<file path="src/common/flash_settings.svh">
`ifndef FLASH_SETTINGS_SVH
`define FLASH_SETTINGS_SVH

// Chips sharing the NAND bus
`define FLASH_NUM_CHIPS 4
`define FLASH_CHIP_BITS $clog2(`FLASH_NUM_CHIPS)

// Byte count of one host operation
`define FLASH_LENGTH_WIDTH 15

// Word address of the 16-bit read and write buffers
`define FLASH_BUF_ADDR_WIDTH 13

// Write cycle and WE# low time, in clocks
`define FLASH_T_WC 4
`define FLASH_T_WP 2

// Read cycle and RE# low time, in clocks
`define FLASH_T_RC 4
`define FLASH_T_RP 2

// Turnaround and busy waits, in clocks
`define FLASH_T_WHR 6
`define FLASH_T_ADL 8
`define FLASH_T_RHW 5
`define FLASH_T_WB  5

// Must hold the longest phase above
`define FLASH_TIMER_WIDTH 8

`endif
</file>
<file path="src/common/flash_cmd_pkg.sv">
`default_nettype none

`include "flash_settings.svh"

package flash_cmd_pkg;

	// Operations a host can start
	typedef enum logic [2:0] {
		OP_READSTATUS   = 3'd0,
		OP_RESET        = 3'd1,
		OP_ERASE        = 3'd2,
		OP_PROGRAM      = 3'd3,
		OP_STARTREAD    = 3'd4,
		OP_COMPLETEREAD = 3'd5
	} flash_op_e;

	// Command bytes latched with CLE high
	typedef enum logic [7:0] {
		CMD_READ0       = 8'h00, // Page read setup, also read mode after a status poll
		CMD_PROGRAM1    = 8'h10,
		CMD_READ1       = 8'h30,
		CMD_ERASE0      = 8'h60,
		CMD_STATUS      = 8'h70,
		CMD_PROGRAM0    = 8'h80,
		CMD_ERASE1      = 8'hD0,
		CMD_RESET       = 8'hFF
	} nand_cmd_e;

	// Row and column halves of a full address
	typedef struct packed {
		logic [23:0] row;
		logic [15:0] col;
	} flash_rowcol_t;

	// Page operations send all five bytes, lowest first
	// Erase sends only the three row bytes
	typedef union packed {
		logic [4:0][7:0] bytes;
		flash_rowcol_t   rowcol;
	} flash_addr_u;

endpackage

`default_nettype wire

</file>
<file path="src/common/flash_bus_pkg.sv">
`default_nettype none

`include "flash_settings.svh"

package flash_bus_pkg;

	// One host request, held by the host until busy rises
	typedef struct packed {
		flash_cmd_pkg::flash_op_e         op;
		logic [`FLASH_CHIP_BITS-1:0]      chip;
		flash_cmd_pkg::flash_addr_u       addr;
		logic [`FLASH_LENGTH_WIDTH-1:0]   length;
	} flash_req_t;

	// Registered NAND bus outputs
	typedef struct packed {
		logic [7:0]                  data;
		logic                        tri_n;  // Low while the controller drives data
		logic                        we_n;
		logic                        re_n;
		logic [`FLASH_NUM_CHIPS-1:0] ces_n;
		logic                        cle;
		logic                        ale;
	} nand_pins_t;

	typedef enum logic [2:0] {
		PH_IDLE,
		PH_CMD,
		PH_ADDR,
		PH_WDATA,
		PH_RDATA,
		PH_WAIT
	} bus_phase_e;

	// One bus phase ordered by the sequencer
	typedef struct packed {
		bus_phase_e                     kind;
		logic [7:0]                     byte_out;
		logic [`FLASH_CHIP_BITS-1:0]    chip;
		logic [`FLASH_TIMER_WIDTH-1:0]  wait_cycles; // Only for PH_WAIT
	} phase_req_t;

	typedef struct packed {
		logic [`FLASH_BUF_ADDR_WIDTH-1:0] addr;
		logic [15:0]                      data;
	} wr_buf_t;

	typedef struct packed {
		logic [`FLASH_BUF_ADDR_WIDTH-1:0] addr;
		logic [15:0]                      data;
		logic                             we;
	} rd_buf_t;

	// Buffer strobes from the sequencer
	typedef struct packed {
		logic rewind;
		logic wr_consumed;
		logic rd_captured;
	} buf_ctl_t;

endpackage

`default_nettype wire

</file>
<file path="src/source/flash_bus_controller.sv">
`timescale 1ns/1ps
`default_nettype none

`include "flash_settings.svh"

module flash_bus_controller (
	input  wire logic                              i_clk,
	input  wire logic                              i_rst,

	// Host side
	input  wire logic                              i_start,
	input  wire flash_bus_pkg::flash_req_t         i_req,
	output logic                                   o_busy,
	output logic [`FLASH_NUM_CHIPS-1:0]            o_chip_ready,
	output logic [`FLASH_NUM_CHIPS-1:0]            o_chip_result,

	// NAND bus
	input  wire logic [7:0]                        i_bus_data,
	output flash_bus_pkg::nand_pins_t              o_bus,

	// Page buffers
	output logic [`FLASH_BUF_ADDR_WIDTH-1:0]       o_wr_buf_addr,
	input  wire logic [15:0]                       i_wr_buf_data,
	output flash_bus_pkg::rd_buf_t                 o_rd_buf
);

	logic                       phase_start;
	flash_bus_pkg::phase_req_t  phase;
	logic                       phase_done;
	logic [7:0]                 rd_byte;
	logic [7:0]                 wr_byte;
	flash_bus_pkg::buf_ctl_t    buf_ctl;

	op_sequencer u_seq (
		.i_clk         (i_clk),
		.i_rst         (i_rst),
		.i_start       (i_start),
		.i_req         (i_req),
		.o_busy        (o_busy),
		.i_phase_done  (phase_done),
		.i_rd_byte     (rd_byte),
		.i_wr_byte     (wr_byte),
		.o_phase_start (phase_start),
		.o_phase       (phase),
		.o_buf_ctl     (buf_ctl),
		.o_chip_ready  (o_chip_ready),
		.o_chip_result (o_chip_result)
	);

	bus_phase_timer u_timer (
		.i_clk         (i_clk),
		.i_rst         (i_rst),
		.i_phase_start (phase_start),
		.i_phase       (phase),
		.i_bus_data    (i_bus_data),
		.o_phase_done  (phase_done),
		.o_rd_byte     (rd_byte),
		.o_bus         (o_bus)
	);

	buffer_port u_buf (
		.i_clk         (i_clk),
		.i_rst         (i_rst),
		.i_buf_ctl     (buf_ctl),
		.i_rd_byte     (rd_byte),
		.o_wr_byte     (wr_byte),
		.o_wr_buf_addr (o_wr_buf_addr),
		.i_wr_buf_data (i_wr_buf_data),
		.o_rd_buf      (o_rd_buf)
	);

endmodule

`default_nettype wire

</file>
<file path="src/op_sequencer/op_sequencer.sv">
`timescale 1ns/1ps
`default_nettype none

`include "flash_settings.svh"

module op_sequencer (
	input  wire logic                          i_clk,
	input  wire logic                          i_rst,
	input  wire logic                          i_start,
	input  wire flash_bus_pkg::flash_req_t     i_req,
	output logic                               o_busy,
	input  wire logic                          i_phase_done,
	input  wire logic [7:0]                    i_rd_byte,
	input  wire logic [7:0]                    i_wr_byte,
	output logic                               o_phase_start,
	output flash_bus_pkg::phase_req_t          o_phase,
	output flash_bus_pkg::buf_ctl_t            o_buf_ctl,
	output logic [`FLASH_NUM_CHIPS-1:0]        o_chip_ready,
	output logic [`FLASH_NUM_CHIPS-1:0]        o_chip_result
);

	localparam logic [`FLASH_TIMER_WIDTH-1:0] WAIT_WHR = `FLASH_T_WHR;
	localparam logic [`FLASH_TIMER_WIDTH-1:0] WAIT_ADL = `FLASH_T_ADL;
	localparam logic [`FLASH_TIMER_WIDTH-1:0] WAIT_RHW = `FLASH_T_RHW;
	localparam logic [`FLASH_TIMER_WIDTH-1:0] WAIT_WB  = `FLASH_T_WB;
	localparam logic [`FLASH_LENGTH_WIDTH-1:0] STATUS_LEN = 1;

	// Steps shared by all operations, each one bus phase
	typedef enum logic [2:0] {
		ST_IDLE,
		ST_CMD0,
		ST_ADDR,
		ST_WAIT_PRE,   // WHR before reads, ADL before program data
		ST_WDATA,
		ST_RDATA,
		ST_CMD1,
		ST_WAIT_POST   // RHW after reads, WB after busy-causing commands
	} step_e;

	step_e                               step;
	logic                                running;   // Phase ordered, done not seen yet
	flash_bus_pkg::flash_req_t           req_q;
	logic [2:0]                          addr_idx;
	logic [2:0]                          addr_last;
	logic [`FLASH_LENGTH_WIDTH-1:0]      byte_cnt;
	logic [`FLASH_NUM_CHIPS-1:0]         ready_q;
	logic [`FLASH_NUM_CHIPS-1:0]         result_q;
	logic [7:0]                          addr_byte;
	flash_cmd_pkg::nand_cmd_e            cmd0;
	flash_cmd_pkg::nand_cmd_e            cmd1;
	logic                                is_read_op;
	logic                                accept;

	assign accept     = (step == ST_IDLE) && i_start;
	assign is_read_op = (req_q.op == flash_cmd_pkg::OP_READSTATUS) ||
	                    (req_q.op == flash_cmd_pkg::OP_COMPLETEREAD);
	assign addr_last  = (req_q.op == flash_cmd_pkg::OP_ERASE) ? 3'd2 : 3'd4;

	// Erase walks the row view, page operations the byte view
	assign addr_byte = (req_q.op == flash_cmd_pkg::OP_ERASE) ?
	                   req_q.addr.rowcol.row[8*addr_idx +: 8] : req_q.addr.bytes[addr_idx];

	always_comb begin
		case (req_q.op)
			flash_cmd_pkg::OP_READSTATUS: cmd0 = flash_cmd_pkg::CMD_STATUS;
			flash_cmd_pkg::OP_RESET:      cmd0 = flash_cmd_pkg::CMD_RESET;
			flash_cmd_pkg::OP_ERASE:      cmd0 = flash_cmd_pkg::CMD_ERASE0;
			flash_cmd_pkg::OP_PROGRAM:    cmd0 = flash_cmd_pkg::CMD_PROGRAM0;
			default:                      cmd0 = flash_cmd_pkg::CMD_READ0;
		endcase
		case (req_q.op)
			flash_cmd_pkg::OP_ERASE:   cmd1 = flash_cmd_pkg::CMD_ERASE1;
			flash_cmd_pkg::OP_PROGRAM: cmd1 = flash_cmd_pkg::CMD_PROGRAM1;
			default:                   cmd1 = flash_cmd_pkg::CMD_READ1;
		endcase
	end

	// Phase order for the current step
	always_comb begin
		o_phase.kind        = flash_bus_pkg::PH_IDLE;
		o_phase.byte_out    = 8'h00;
		o_phase.chip        = req_q.chip;
		o_phase.wait_cycles = WAIT_WB;
		case (step)
			ST_CMD0: begin
				o_phase.kind     = flash_bus_pkg::PH_CMD;
				o_phase.byte_out = cmd0;
			end
			ST_ADDR: begin
				o_phase.kind     = flash_bus_pkg::PH_ADDR;
				o_phase.byte_out = addr_byte;
			end
			ST_WAIT_PRE: begin
				o_phase.kind        = flash_bus_pkg::PH_WAIT;
				o_phase.wait_cycles = is_read_op ? WAIT_WHR : WAIT_ADL;
			end
			ST_WDATA: begin
				o_phase.kind     = flash_bus_pkg::PH_WDATA;
				o_phase.byte_out = i_wr_byte;
			end
			ST_RDATA: o_phase.kind = flash_bus_pkg::PH_RDATA;
			ST_CMD1: begin
				o_phase.kind     = flash_bus_pkg::PH_CMD;
				o_phase.byte_out = cmd1;
			end
			ST_WAIT_POST: begin
				o_phase.kind        = flash_bus_pkg::PH_WAIT;
				o_phase.wait_cycles = is_read_op ? WAIT_RHW : WAIT_WB;
			end
			default: ;
		endcase
	end

	assign o_phase_start = (step != ST_IDLE) && !running;
	assign o_busy        = (step != ST_IDLE);

	assign o_buf_ctl.rewind      = accept;
	assign o_buf_ctl.wr_consumed = (step == ST_WDATA) && i_phase_done;
	assign o_buf_ctl.rd_captured = (step == ST_RDATA) && i_phase_done &&
	                               (req_q.op == flash_cmd_pkg::OP_COMPLETEREAD);

	always_ff @(posedge i_clk) begin
		if (accept)
			req_q <= i_req;
	end

	always_ff @(posedge i_clk or posedge i_rst) begin
		if (i_rst) begin
			step     <= ST_IDLE;
			running  <= 1'b0;
			addr_idx <= 3'd0;
			byte_cnt <= '0;
			ready_q  <= '0;
			result_q <= '0;
		end else if (accept) begin
			step     <= ST_CMD0;
			addr_idx <= 3'd0;
			byte_cnt <= (i_req.op == flash_cmd_pkg::OP_READSTATUS) ? STATUS_LEN : i_req.length;
			// Chip goes busy, poll status before trusting it again
			if (i_req.op != flash_cmd_pkg::OP_READSTATUS &&
			    i_req.op != flash_cmd_pkg::OP_COMPLETEREAD)
				ready_q[i_req.chip] <= 1'b0;
		end else if (o_phase_start) begin
			running <= 1'b1;
		end else if (i_phase_done) begin
			running <= 1'b0;
			case (step)
				ST_CMD0: begin
					if (req_q.op == flash_cmd_pkg::OP_RESET)
						step <= ST_WAIT_POST;
					else if (is_read_op)
						step <= ST_WAIT_PRE;
					else
						step <= ST_ADDR;
				end
				ST_ADDR: begin
					addr_idx <= addr_idx + 3'd1;
					if (addr_idx == addr_last)
						step <= (req_q.op == flash_cmd_pkg::OP_PROGRAM) ? ST_WAIT_PRE : ST_CMD1;
				end
				ST_WAIT_PRE: begin
					if (is_read_op)
						step <= (byte_cnt == '0) ? ST_WAIT_POST : ST_RDATA;
					else
						step <= (byte_cnt == '0) ? ST_CMD1 : ST_WDATA;
				end
				ST_WDATA: begin
					byte_cnt <= byte_cnt - 1'b1;
					if (byte_cnt == STATUS_LEN)
						step <= ST_CMD1;
				end
				ST_RDATA: begin
					byte_cnt <= byte_cnt - 1'b1;
					if (req_q.op == flash_cmd_pkg::OP_READSTATUS) begin
						ready_q[req_q.chip]  <= i_rd_byte[6]; // RDY
						result_q[req_q.chip] <= i_rd_byte[0]; // FAIL
					end
					if (byte_cnt == STATUS_LEN)
						step <= ST_WAIT_POST;
				end
				ST_CMD1:      step <= ST_WAIT_POST;
				ST_WAIT_POST: step <= ST_IDLE;
				default:      step <= ST_IDLE;
			endcase
		end
	end

	assign o_chip_ready  = ready_q;
	assign o_chip_result = result_q;

endmodule

`default_nettype wire

</file>
<file path="src/source/buffer_port.sv">
`timescale 1ns/1ps
`default_nettype none

`include "flash_settings.svh"

module buffer_port (
	input  wire logic                            i_clk,
	input  wire logic                            i_rst,
	input  wire flash_bus_pkg::buf_ctl_t         i_buf_ctl,
	input  wire logic [7:0]                      i_rd_byte,
	output logic [7:0]                           o_wr_byte,
	output logic [`FLASH_BUF_ADDR_WIDTH-1:0]     o_wr_buf_addr,
	input  wire logic [15:0]                     i_wr_buf_data,
	output flash_bus_pkg::rd_buf_t               o_rd_buf
);

	logic [`FLASH_BUF_ADDR_WIDTH-1:0] wr_addr_q;
	logic [`FLASH_BUF_ADDR_WIDTH-1:0] rd_addr_q;
	logic                             hi_half;    // Next byte is the upper half of a word
	logic                             rd_we_q;
	logic [15:0]                      rd_word_q;
	flash_bus_pkg::wr_buf_t           wr_port;

	// Next word address goes out early to cover the one-cycle buffer read
	always_comb begin
		if (i_buf_ctl.rewind)
			wr_port.addr = '0;
		else if (i_buf_ctl.wr_consumed && !hi_half)
			wr_port.addr = wr_addr_q + 1'b1;
		else
			wr_port.addr = wr_addr_q;
		wr_port.data = i_wr_buf_data;
	end

	assign o_wr_buf_addr = wr_port.addr;
	assign o_wr_byte     = hi_half ? wr_port.data[15:8] : wr_port.data[7:0];

	always_ff @(posedge i_clk or posedge i_rst) begin
		if (i_rst) begin
			wr_addr_q <= '0;
			rd_addr_q <= '0;
			hi_half   <= 1'b1;
			rd_we_q   <= 1'b0;
		end else begin
			wr_addr_q <= wr_port.addr;
			rd_we_q   <= i_buf_ctl.rd_captured && !hi_half; // Word complete
			if (i_buf_ctl.rewind) begin
				rd_addr_q <= '0;
				hi_half   <= 1'b1;
			end else begin
				if (rd_we_q)
					rd_addr_q <= rd_addr_q + 1'b1;
				if (i_buf_ctl.wr_consumed || i_buf_ctl.rd_captured)
					hi_half <= !hi_half;
			end
		end
	end

	// High byte arrives first
	always_ff @(posedge i_clk) begin
		if (i_buf_ctl.rd_captured) begin
			if (hi_half)
				rd_word_q[15:8] <= i_rd_byte;
			else
				rd_word_q[7:0] <= i_rd_byte;
		end
	end

	assign o_rd_buf = '{addr: rd_addr_q, data: rd_word_q, we: rd_we_q};

endmodule

`default_nettype wire

</file>
<file path="src/source/bus_phase_timer.sv">
`timescale 1ns/1ps
`default_nettype none

`include "flash_settings.svh"

module bus_phase_timer (
	input  wire logic                        i_clk,
	input  wire logic                        i_rst,
	input  wire logic                        i_phase_start,
	input  wire flash_bus_pkg::phase_req_t   i_phase,
	input  wire logic [7:0]                  i_bus_data,
	output logic                             o_phase_done,
	output logic [7:0]                       o_rd_byte,
	output flash_bus_pkg::nand_pins_t        o_bus
);

	localparam int TW = `FLASH_TIMER_WIDTH;
	localparam logic [TW-1:0] LAST_WC = `FLASH_T_WC - 1;
	localparam logic [TW-1:0] LAST_RC = `FLASH_T_RC - 1;
	localparam logic [TW-1:0] WP      = `FLASH_T_WP;
	localparam logic [TW-1:0] RP      = `FLASH_T_RP;

	localparam flash_bus_pkg::nand_pins_t PINS_IDLE = '{
		data: 8'h00, tri_n: 1'b1, we_n: 1'b1, re_n: 1'b1,
		ces_n: '1, cle: 1'b0, ale: 1'b0
	};

	logic                        active;
	logic [TW-1:0]               cnt;
	logic [TW-1:0]               last_cnt;
	flash_bus_pkg::phase_req_t   cur;
	logic                        is_write;
	flash_bus_pkg::nand_pins_t   pins_d;
	flash_bus_pkg::nand_pins_t   pins_q;
	logic [7:0]                  bus_in_q;

	always_comb begin
		case (cur.kind)
			flash_bus_pkg::PH_CMD, flash_bus_pkg::PH_ADDR,
			flash_bus_pkg::PH_WDATA: last_cnt = LAST_WC;
			flash_bus_pkg::PH_RDATA: last_cnt = LAST_RC;
			flash_bus_pkg::PH_WAIT:  last_cnt = cur.wait_cycles - 1'b1;
			default:                 last_cnt = '0;
		endcase
	end

	assign o_phase_done = active && (cnt == last_cnt);

	always_ff @(posedge i_clk or posedge i_rst) begin
		if (i_rst) begin
			active <= 1'b0;
			cnt    <= '0;
		end else if (i_phase_start) begin
			active <= 1'b1;
			cnt    <= '0;
		end else if (o_phase_done) begin
			active <= 1'b0;
		end else if (active) begin
			cnt <= cnt + 1'b1;
		end
	end

	// Phase order held for the whole phase
	always_ff @(posedge i_clk) begin
		if (i_phase_start)
			cur <= i_phase;
	end

	assign is_write = (cur.kind == flash_bus_pkg::PH_CMD) ||
	                  (cur.kind == flash_bus_pkg::PH_ADDR) ||
	                  (cur.kind == flash_bus_pkg::PH_WDATA);

	always_comb begin
		pins_d = PINS_IDLE;
		if (active) begin
			pins_d.ces_n = ~({{(`FLASH_NUM_CHIPS-1){1'b0}}, 1'b1} << cur.chip);
			pins_d.cle   = (cur.kind == flash_bus_pkg::PH_CMD);
			pins_d.ale   = (cur.kind == flash_bus_pkg::PH_ADDR);
			pins_d.tri_n = !is_write;
			pins_d.data  = is_write ? cur.byte_out : 8'h00;
			pins_d.we_n  = !(is_write && cnt < WP);   // Rises mid-cycle to latch the byte
			pins_d.re_n  = !((cur.kind == flash_bus_pkg::PH_RDATA) && cnt < RP);
		end
	end

	always_ff @(posedge i_clk or posedge i_rst) begin
		if (i_rst)
			pins_q <= PINS_IDLE;
		else
			pins_q <= pins_d;
	end

	// Sampled while RE# is still low, seen in the last cycle of a read
	always_ff @(posedge i_clk) begin
		bus_in_q <= i_bus_data;
	end

	assign o_rd_byte = bus_in_q;
	assign o_bus     = pins_q;

endmodule

`default_nettype wire

</file>
<file path="config.mk">
export PLATFORM = sky130hd
export DESIGN_NAME = flash_bus_controller
export DESIGN_NICKNAME = d
export VERILOG_FILES = /design/src/common/flash_cmd_pkg.sv /design/src/common/flash_bus_pkg.sv /design/src/source/flash_bus_controller.sv /design/src/op_sequencer/op_sequencer.sv /design/src/source/buffer_port.sv /design/src/source/bus_phase_timer.sv
export VERILOG_INCLUDE_DIRS = /design/src /design/src/common
export SDC_FILE = /design/constraint.sdc
export NUM_CORES = 1
export LEC_CHECK = 0
export ABC_AREA = 1
export BUFFER_PORTS_ARGS = -buffer_cell sky130_fd_sc_hd__buf_2
export CAP_MARGIN = 20
export CORE_MARGIN = 2
export CORE_UTILIZATION = 60
export CTS_CLUSTER_DIAMETER = 200
export DETAILED_ROUTE_END_ITERATION = 6
export GPL_ROUTABILITY_DRIVEN = 0
export MAX_ROUTING_LAYER = met4
export PLACE_DENSITY = 0.89
export SYNTH_ARGS = -nofsm -noshare
export SYNTH_HDL_FRONTEND = slang
export SYNTH_SLANG_ARGS = --single-unit
</file>
<file path="constraint.sdc">
create_clock -name i_clk -period 6.9 [get_ports i_clk]
set_input_delay 0.69 -clock i_clk [delete_from_list [all_inputs] [get_ports i_clk]]
set_output_delay 0.69 -clock i_clk [all_outputs]
set_load 0.02 [all_outputs]
</file>
## After elaboration in Yosys (flattened, before gate mapping)

Index checks and enable logic that the tools add are counted.

| storage, ports and cells | value |
|---|---|
| flip-flop bits (word level) | 174 |
| bits of input ports | 87 |
| output and inout port bits | 69 |
| word-level logic and storage cells | 183 |

| operators by class | value |
|---|---|
| add/sub/neg operators | 6 |
| $lt $le $gt $ge | 6 |
| eq/ne operators | 26 |
| shift-type cells | 2 |
| multiplexer cells | 58 |
| bitwise operators | 6 |
| reductions and logical operators | 50 |

Operators with widths:

| cell | number |
|---|---|
| two-way mux 15 bit | 5 |
| one-hot mux 8 bit (4 select lines) | 2 |
| two-way mux 8 bit | 7 |
| two-way mux 13 bit | 4 |
| two-way mux 3 bit | 14 |
| one-hot mux 8 bit (2 select lines) | 2 |
| two-way mux 4 bit | 7 |
| adder 13 x 1 -> 13 bit (second input constant) | 2 |
| binary-select mux 8 bit (select 3 bit) | 1 |
| variable part select 24 x 7 -> 8 bit | 1 |
| equality test 3 bit (second input constant) | 7 |
| equality test 3 x 2 -> 1 bit (second input constant) | 6 |
| one-hot mux 3 bit (6 select lines) | 1 |
| nonzero test 2 bit | 9 |
| two-way mux 17 bit | 1 |
| equality test 15 x 1 -> 1 bit (second input constant) | 1 |
| zero test 15 bit | 1 |
| one-hot mux 3 bit (5 select lines) | 1 |
| AND reduction 5 bit | 3 |
| subtractor 15 x 1 -> 15 bit (second input constant) | 1 |
| logical AND 1 bit | 13 |
| equality test 3 x 1 -> 1 bit (second input constant) | 3 |
| zero test 3 bit | 3 |
| adder 8 x 1 -> 8 bit (second input constant) | 1 |
| other kinds (28) | 58 |

## Depth between registers and ports, before layout

| depth | value |
|---|---|
| word-level depth | 10 |
| depth in mapped cells | 18 |
| gate-level depth less buffers | 17 |

## By module

Synthesis repeated with hierarchy kept, for this count alone.

| unflattened totals | value |
|---|---|
| cells, all modules | 1,036 |
| area, all modules | 8,689.6 um^2 |

By module, submodules not included:

| module | instances | cells each | area an instance (um^2) | seq. area each (um^2) |
|---|---|---|---|---|
| op_sequencer | 1 | 553 | 4,286.6 | 2,102.0 |
| bus_phase_timer | 1 | 232 | 2,297.2 | 1,450.1 |
| buffer_port | 1 | 251 | 2,105.8 | 1,182.4 |

## Worst setup path before layout

No wires, ideal clock.

| timing | value |
|---|---|
| path kind | register -> output |
| from | register u_seq.step[0] |
| to | output o_wr_buf_addr[11] |
| data arrival time | 2.922 ns |
| data required time | 6.210 ns |
| setup slack | 3.288 ns |
| stages on the path, launching flop included | 8 |
| buffers on the path | 1 |
| cell sequence | dfrtp_1 nor2_1 inv_2 nor2_1 nand2_2 inv_1 buf_1 a21oi_1 |

| on the way | value |
|---|---|
| elaborated cells on any way between the ends | 7 |
| classes of those cells | eq/ne (1); mux (2); reduce/logical (4) |

RTL lines:

| what | RTL line | RTL |
|---|---|---|
| start, declared | op_sequencer.sv:40 | `step_e step;` |
| start signal, assigned | op_sequencer.sv:159 | `step <= (req_q.op == flash_cmd_pkg::OP_PROGRAM) ? ST_WAIT_PRE : ST_CMD1;` |
| start signal, assigned | op_sequencer.sv:163 | `step <= (byte_cnt == '0) ? ST_WAIT_POST : ST_RDATA;` |
| start signal, assigned | op_sequencer.sv:165 | `step <= (byte_cnt == '0) ? ST_CMD1 : ST_WDATA;` |
| zero test 3 bit | op_sequencer.sv:54 | `assign accept = (step == ST_IDLE) && i_start;` |
| logical AND 1 bit | op_sequencer.sv:54 |  |
| via u_seq.accept | op_sequencer.sv:52 | `logic accept;` |
| two-way mux 13 bit | buffer_port.sv:26 | `if (i_buf_ctl.rewind)` |
| end, declared | flash_bus_controller.sv:22 | `` output logic [`FLASH_BUF_ADDR_WIDTH-1:0] o_wr_buf_addr, `` |

The timed path passes the listed nets, and every way through them passes these cells.

## Final worst setup path

| timing | value |
|---|---|
| from | register u_timer.cur[2] (netlist bit) |
| to | output o_wr_buf_addr[0] |

| on the way | value |
|---|---|
| longest elaborated chain between the ends | 8 |

RTL lines:

| what | RTL line | RTL |
|---|---|---|
| start, declared | bus_phase_timer.sv:31 | `flash_bus_pkg::phase_req_t cur;` |
| start signal, assigned | bus_phase_timer.sv:66 | `cur <= i_phase;` |
| subtractor 8 x 1 -> 8 bit | bus_phase_timer.sv:42 | `flash_bus_pkg::PH_WAIT: last_cnt = cur.wait_cycles - 1'b1;` |
| one-hot mux 8 bit (2 select lines) | bus_phase_timer.sv:38 | `case (cur.kind)` |
| equality test 8 bit | bus_phase_timer.sv:47 | `assign o_phase_done = active && (cnt == last_cnt);` |
| logical AND 1 bit | bus_phase_timer.sv:47 |  |
| logical AND 1 bit | op_sequencer.sv:118 | `assign o_buf_ctl.wr_consumed = (step == ST_WDATA) && i_phase_done;` |
| logical AND 1 bit | buffer_port.sv:28 | `else if (i_buf_ctl.wr_consumed && !hi_half)` |
| two-way mux 13 bit | buffer_port.sv:28 |  |
| two-way mux 13 bit | buffer_port.sv:26 |  |

No other way between the ends.

==> impl_metrics.json <==
{
  "status": "complete, no violations",
  "yosys.area_share.simple_pct": 24.4,
  "final_cell_mix": "nand2_1, buf_2, inv_1",
  "initial_utilization_pct": 60.9,
  "die_h_um": 122,
  "grt_max_degree": 63,
  "antenna_found_initial": 1,
  "placed_cells_incl_taps": 1250,
  "fmax_mhz": 263,
  "dp_hpwl_mm": 13.6,
  "avgSynthCellArea_um2": 8.94,
  "synth_warnings": 0,
  "drc_errors": 0,
  "arrival_ns": 3.11,
  "clock-sinks": 170,
  "start_kind": "flop",
  "io_buffers": 155,
  "fin_worst_hold_slack_ns": 0.286,
  "netlist_area_um2": 8390,
  "cts_resized": 0,
  "synth_top_area_share_pct": 27.9,
  "skew_ns": 0.00947,
  "drive_gt1_share_pct": 22.8,
  "maxCapViolCount": 0,
  "cts_max_level": 4,
  "stdcell_count": 1284,
  "powerDensity_nw_per_um2": 385,
  "critical_path_class": "flop to primary output",
  "required_ns": 6.21,
  "max_slew.worst_pin.slew_ns": 1.02,
  "end_kind": "primary output",
  "path_cells": "nor2_1, inv_1, nor2_1, ha_1, inv_1, nor2_1, nand2_1, nand2_1, nand3_1, nor2_1, nand3_1, nor2_2, nand3_1, a21oi_1, buf_2",
  "fin_crit_sh_pct": 55.1,
  "synth_mux_area_share_pct": 1.07,
  "postRouteWirelength_mm": 19.1,
  "overflow": 0,
  "crit_buf_inv": 3,
  "synth_compound_area_share_pct": 9.61,
  "hold_buffers": 0,
  "die-area_um2": 14900,
  "stdcell_area_um2": 9870,
  "layout_commonest_cell": "nand2_1",
  "ys.flop_type": "edfxtp_1",
  "dpl_cell_area_um2": 9270,
  "ys_types": 52,
  "timing.setup.tns_ns": 0,
  "synth_fp_nets": 1033,
  "synth_adder_area_share_pct": 1.19,
  "syn_to_final_growth_pct": 17.7,
  "vias": 7067,
  "grt_pass1_vias": 6620,
  "finalCriticalPeriod_ns": 3.80,
  "wl_per_cell_um": 14.8,
  "drt_iter0_markers": 686,
  "clk_path_buf_depth": 2,
  "finalHoldViolCount": 0,
  "syn_inst": 938,
  "synth_top_family_by_area": "simple AND/OR/NAND/NOR gates",
  "clk_latency_ns": 0.42,
  "nNetsFinal": 1185,
  "cp_max_fo": 11,
  "cts-root-buf": "clkbuf_16",
  "drt_pass1_iterations": 6,
  "finalMaxSlewViolations": 0,
  "ant_nets": 0,
  "rows": 43,
  "power_mw": 3.80,
  "cts_setup_buffers": 0,
  "cp_top_family": "simple AND/OR/NAND/NOR gates",
  "grt_pass1_wl_mm": 31.1,
  "pre_cts_ws_ns": 3.59,
  "clk_pin_slew_ns": 0.06,
  "fin_util_pct": 71.6,
  "ys_ff_latch": 170,
  "core_area_um2": 13800,
  "crit_slowest_cell": "edfxtp_1",
  "setup_viol_count_final": 0,
  "irDropWorstVdd_mv": 0.190,
  "hp-class": "input port to asynchronous set/reset pin",
  "fin_ws_ns": 3.10,
  "die_x_um": 122,
  "viasPerCell": 5.50,
  "synth_edf_count": 78,
  "synthTopCellsByArea": "edfxtp_1, dfrtp_1, nand2_1, inv_1, nand3_1",
  "numCtsBuffers": 17,
  "synth_top_area_cell": "edfxtp_1",
  "cts_tree": "yes",
  "synth_xor_area_share_pct": 1.88,
  "crit_top_cell": "nor2_1",
  "synth_seq_area_share_pct": 55.0,
  "grt_setup_unrepaired": "false",
  "groute.usage.overall_pct": 27.5,
  "max_slew_margin_pct": 31.8,
  "p_leak_nw": 4.71,
  "ios": 156,
  "critPathMaxStageDelay_ns": 0.41,
  "synthArstFlopShare_pct": 49.4
}
-- metal layers --
metal  vias to the layer above  global-route usage [%]  wire [um]
li1                       3444                       -          -
met1                      3296                    35.1       7720
met2                       289                    44.2       9600
met3                        38                    6.69       1420
met4                         0                    8.05        326
met5                         -                       -          0
-- power breakdown --
group          switching [mW]  internal, mW
Sequential              0.183          1.32
Combinational           0.906         0.438
Clock                   0.406         0.543
Total                    1.49          2.30
-- sequential cells by signal, indices dropped and copies added, names as in the netlist, 3 cells and up --
register,flops
u_seq.req_q,43
u_timer.cur,17
u_timer.o_bus,17
u_buf.rd_word_q,16
u_seq.byte_cnt,15
u_buf.rd_addr_q,13
u_buf.wr_addr_q,13
u_timer.cnt,8
u_timer.o_rd_byte,8
u_seq.o_chip_ready,4
u_seq.o_chip_result,4
u_seq.addr_idx,3
u_seq.step,3
-- kinds of logic after synthesis --
group | after synthesis
adders and majority gates | 8
muxes | 9
xor gates and xnor gates | 18
AOI/OAI and AO/OA | 136
buffers and inverters | 140
DFF | 170
and+or+nand+nor | 457
-- cell usage after synthesis, drive strengths merged (4+ instances only) --
cell and n:
dfrtp 76, ha 8, xor2 15, clkbuf 14, a22o 4, nor4 4
nor2 106, inv 110, nand3 77, nand4 16, buf 12, mux2i 9
nand2 229, dfxtp 8, clkinv 4, edfxtp 78, a21oi 33, o21ai 76
nor3 16, dfstp 8, o31ai 8
-- final timing paths --
path	slack, ns	cells past startpoint	to	start
max	3.10	15	o_wr_buf_addr[0]	u_timer.cur[2]
min	0.29	2	u_buf.wr_addr_q[11]	i_rst
max reg2reg	3.70	10	u_seq.o_chip_ready[2]	u_seq.step[0]
min reg2reg	0.44	0	u_buf.rd_word_q[15]	u_timer.o_rd_byte[7]
max in group asynchronous	5.52	3	u_seq.byte_cnt[13]	i_rst
min in group i_clk	0.36	1	u_timer.o_rd_byte[3]	i_bus_data[3]
-- layout make-up --
type,count,area [um^2]
clock buffers,18,429
clock inverters,14,156
multi-input cells,628,3200
inverters,114,429
flip-flops and latches,170,4610
well taps,180,225
repair buffers,159,810
diodes,1,2.50
fillers,1024,3910
Power figures use the tool's default switching activity.
